===== src/common/conv_pkg.sv =====
//////////////////////////////////////////////////
// Types and widths for the channel sum path
//////////////////////////////////////////////////

package conv_pkg;

  // Pixel width at the input and at the output
  localparam int PIXEL_WIDTH = 16;

  // Partial sum width
  // 8 bits above the pixel width cover 256 channels of full-scale pixels
  localparam int SUM_WIDTH = 24;

  // Signed pixel as delivered by the convolvers
  typedef logic signed [PIXEL_WIDTH-1:0] pixel_t;

  // Signed running sum over input channels
  typedef logic signed [SUM_WIDTH-1:0] sum_t;

  // Largest positive pixel value
  // Upper clip limit after bias and ReLU
  localparam pixel_t PIXEL_MAX = pixel_t'((1 << (PIXEL_WIDTH - 1)) - 1);

endpackage

===== src/rtl/bias_relu.sv =====
//////////////////////////////////////////////////
// Bias, ReLU and clip output stage
//////////////////////////////////////////////////

module bias_relu (
  input  logic             clk,
  input  logic             reset,
  // Finished channel sums
  input  logic             sum_valid,
  input  conv_pkg::sum_t   sum_in,
  // Bias level, sampled with each sum
  input  conv_pkg::pixel_t bias,
  // Output pixels
  output logic             valid_out,
  output conv_pkg::pixel_t pxl_out
);

  import conv_pkg::*;

  // One extra bit so the bias add cannot overflow
  localparam int WIDE_WIDTH = SUM_WIDTH + 1;

  logic signed [WIDE_WIDTH-1:0] biased;
  pixel_t                       clipped;

  // Both operands sign-extended
  assign biased = {sum_in[SUM_WIDTH-1], sum_in}
                + {{(WIDE_WIDTH - PIXEL_WIDTH){bias[PIXEL_WIDTH-1]}}, bias};

  // ReLU below, clip above
  always_comb begin
    if (biased < 0) begin
      clipped = '0;
    end else if (biased > PIXEL_MAX) begin
      clipped = PIXEL_MAX;
    end else begin
      clipped = biased[PIXEL_WIDTH-1:0];
    end
  end

  //////////////////////////////////////////////////
  // Output register
  //////////////////////////////////////////////////

  always_ff @(posedge clk) begin
    if (reset) begin
      valid_out <= 1'b0;
    end else begin
      valid_out <= sum_valid;
    end
  end

  // Result loads only with a valid sum
  always_ff @(posedge clk) begin
    if (sum_valid) begin
      pxl_out <= clipped;
    end
  end

endmodule


===== config.mk =====
export PLATFORM = sky130hd
export DESIGN_NAME = bias_relu
export DESIGN_NICKNAME = d
export VERILOG_FILES = /design/src/common/conv_pkg.sv /design/src/rtl/bias_relu.sv
export SDC_FILE = /design/constraint.sdc
export NUM_CORES = 1
export LEC_CHECK = 0
export ABC_AREA = 1
export BUFFER_PORTS_ARGS = -buffer_cell sky130_fd_sc_hd__buf_2
export CAP_MARGIN = 5
export CELL_PAD_IN_SITES_DETAIL_PLACEMENT = 1
export CELL_PAD_IN_SITES_GLOBAL_PLACEMENT = 2
export CORE_UTILIZATION = 26
export CTS_CLUSTER_SIZE = 30
export DETAILED_ROUTE_END_ITERATION = 10
export GPL_TIMING_DRIVEN = 0
export PLACE_DENSITY_LB_ADDON = 0.1
export SKIP_LAST_GASP = 1
export SYNTH_ARGS = -nofsm -noshare
export SYNTH_HDL_FRONTEND = slang
export SYNTH_SLANG_ARGS = --single-unit

===== constraint.sdc =====
create_clock -name clk -period 1.9 [get_ports clk]
set_input_delay 0.095 -clock clk [delete_from_list [all_inputs] [get_ports clk]]
set_output_delay 0.095 -clock clk [all_outputs]
set_load 0.03 [all_outputs]

==> impl_metrics.yaml <==
power:
  pwr-share-seq: 0.256
  p_leak_nw: 1.78
  p_comb_frac: 0.615
  p_clk_frac: 0.129
  p_sw_uw: 852
  vdd_drop_max_mv: 0.260
  p_sw_frac: 0.434
  power_density_nw_per_um2: 542
  intPower_mw: 1.11
clocking:
  clkTransAtPathRegs_ns: 0.06
  clock_sinks: 17
  cts_root_buf: "clkbuf_8"
  numCtsBuffers: 3
  cts_tree: "done"
  h-tree-depth: 1
  cts.path.max_buffers: 2
placed_design:
  placed_area_sq_um: 2890
  placed_cells: 538
  pre_cts_ws_ns: -0.528
  dp_hpwl_microns: 6010
  port_buffers: 59
  place.gp.congestion: 0.731
finish:
  n_antenna_cell: 0
  layout.cells.non_filler: 562
  fill_cells: 1111
  regArea_sq_um: 500
  finalInstanceArea_sq_um: 3620
  fin_util: 0.407
  area_delta_synth_final_pct: 48.2
  drive_gt1_frac: 0.447
  final_nets: 523
  multiInputGateArea_sq_um: 2120
run_status:
  outcome: "finished, violations left"
  violations: "design-rule violations, negative setup slack"
synthesis:
  seq_area_frac_synth: 0.205
  syn_area_per_cell_sq_um: 6.58
  netlist_top_cells_count: "nand2_1, inv_1, nand3_1"
  syn-instance-count: 371
  yosysMostFrequentCell: "nand2_1"
  yosysUniqueCellTypes: 38
  synth.net_count: 439
  synth_area_leaders: "edfxtp_1, nand2_1, ha_1"
  ys_async_sr_fraction: 0
  ys.flop_type: "edfxtp_1"
  yosysTopAreaCell: "edfxtp_1"
  synth_area_sq_um: 2440
  yosys_warnings: 0
  synth_top_area_frac: 0.197
  synth_edf_count: 16
  ys_seq_elements: 17
setup_path:
  worstPathRequired_ns: 1.90
  startpoint_type: "input pin"
  worstPathArrival_ns: 1.98
  crit_type: "input pin to flop"
  cp_max_fo: 3
  endpoint_kind: "flop"
floorplanning:
  die_w_microns: 98.9
  core_sq_um: 8890
  die_y_microns: 98.9
  io-pin-count: 60
  start_util: 0.274
  row_count: 34
  die_area_sq_um: 9780
detailed_routing:
  ant_nets: 0
  wl_per_cell_microns: 13.2
  drc: 1
  vias_per_cell: 4.45
  drt-initial-drc-count: 32
  vias: 2503
  wirelength_microns: 7450
  dr.pass1.iters: 7
grt:
  grtUsageTotal: 0.162
  grt_max_degree: 18
  gr-total-overflow: 0
  antenna_found_initial: 0
  grt_pass1_wl_microns: 12700
  grt_pass1_vias: 2704
sta:
  hold_viol_final: 0
  min_period_ns: 1.97
  setup_slack_ns: -0.0723
  max_freq_mhz: 507
  finalMaxSlewViolations: 0
  setup_viol: 9
  fin_crit_sh: 1.04
  rsz0062_at_grt: "true"
  hold_ws_ns: 0.245
run:
  drv_cap: 0
worst_hold_path:
  min_path_type: "input pin to flop"
flip-flops by register name (all words and copies together) (netlist names):
name and flops:
pxl_out 16, valid_out 1
final timing paths:
kind	startpoint	to	slack [ns]	cells after the start
max	sum_in[0]	pxl_out[14]$_SDFFCE_PN0P_	-0.07	19
min	sum_valid	valid_out$_SDFF_PP0_	0.24	3
layer usage:
metal | track usage | vias up | part of all wire
met5 | 0 | - | 0
met4 | 0.0379 | 0 | 0.0054
met3 | 0.00284 | 4 | 0.016
met2 | 0.296 | 44 | 0.49
met1 | 0.210 | 1129 | 0.49
li1 | - | 1326 | -
worst max-delay path, stage by stage:
cell      delay (ns)
buf_6           0.08
ha_4            0.13
inv_2           0.04
fa_2            0.36
inv_2           0.07
nand2_2         0.05
nand2_2         0.06
and2_4          0.15
nand3b_4        0.09
nand4_1         0.10
nand2_1         0.07
inv_2           0.06
nand3_4         0.09
nor2_8          0.16
buf_6           0.13
buf_6           0.10
nand3_2         0.05
nand2_1         0.06
inv_1           0.04
final cells by class:
| type | instances | area share |
|---|---|---|
| plain buffers | 2 | 0.00623 |
| clock buffers | 4 | 0.0125 |
| inverters | 74 | 0.0768 |
| multi-input cells | 277 | 0.587 |
| flip-flops and latches | 17 | 0.138 |
| well taps | 108 | 0.0374 |
| repair buffers | 80 | 0.142 |
cell families after synthesis:
group / after synthesis / synth area share
AO/OA/AOI/OAI: 23 / 0.0508
XOR/XNOR: 14 / 0.0580
adder cells (fa/ha/maj): 25 / 0.131
buffers and inverters: 77 / 0.129
flip-flops: 17 / 0.205
other: 1 / 0.00154
AND/OR/NAND/NOR: 214 / 0.424
cells in the final DEF, fill, tap and decap left out, types with 3 or more instances in the layout:
master / n
ha_1: 3
nand2_2: 32
ha_4: 21
buf_6: 10
nor2_4: 5
nand4_1: 4
edfxtp_1: 16
nand2_4: 3
xor2_1: 5
a21oi_1: 8
nor2_2: 7
clkbuf_8: 3
inv_2: 10
nand2_1: 99
nand3_4: 3
nor2_1: 19
nand3_1: 9
nand3_2: 20
inv_1: 64
xnor2_1: 8
buf_2: 56
buf_4: 13
a21oi_2: 7
power by group through the flow:
| stage | Clock, mW | Sequential, mW | Combinational (mW) |
|---|---|---|---|
| 2_1_floorplan | 0 | 0.637 | 0.574 |
| 3_3_place_gp | 0 | 0.508 | 0.962 |
| 3_5_place_dp | 0 | 0.511 | 0.971 |
| 4_1_cts | 0.264 | 0.503 | 1.18 |
| 5_1_grt | 0.280 | 0.506 | 1.34 |
| 6_report | 0.252 | 0.502 | 1.21 |
what timing repair did:
item / CTS / global route
hold buffers: 0 / 1
pin swaps: 29 / 23
setup endpoints to repair: 15 / 15
hold endpoints to repair: 0 / 1
gates resized for setup: 83 / 23
setup buffers: 18 / 1
gates cloned: 2 / 0
metrics by stage:
step                      power [mW]  TNS [ns]
after floorplan                 1.21    -0.876
after global placement          1.47     -6.92
after detailed placement        1.48     -7.09
after CTS                       1.95    -0.215
after global routing            2.12     -2.57
final                           1.96    -0.299
Note: power is estimated with default switching activity, not from simulation.
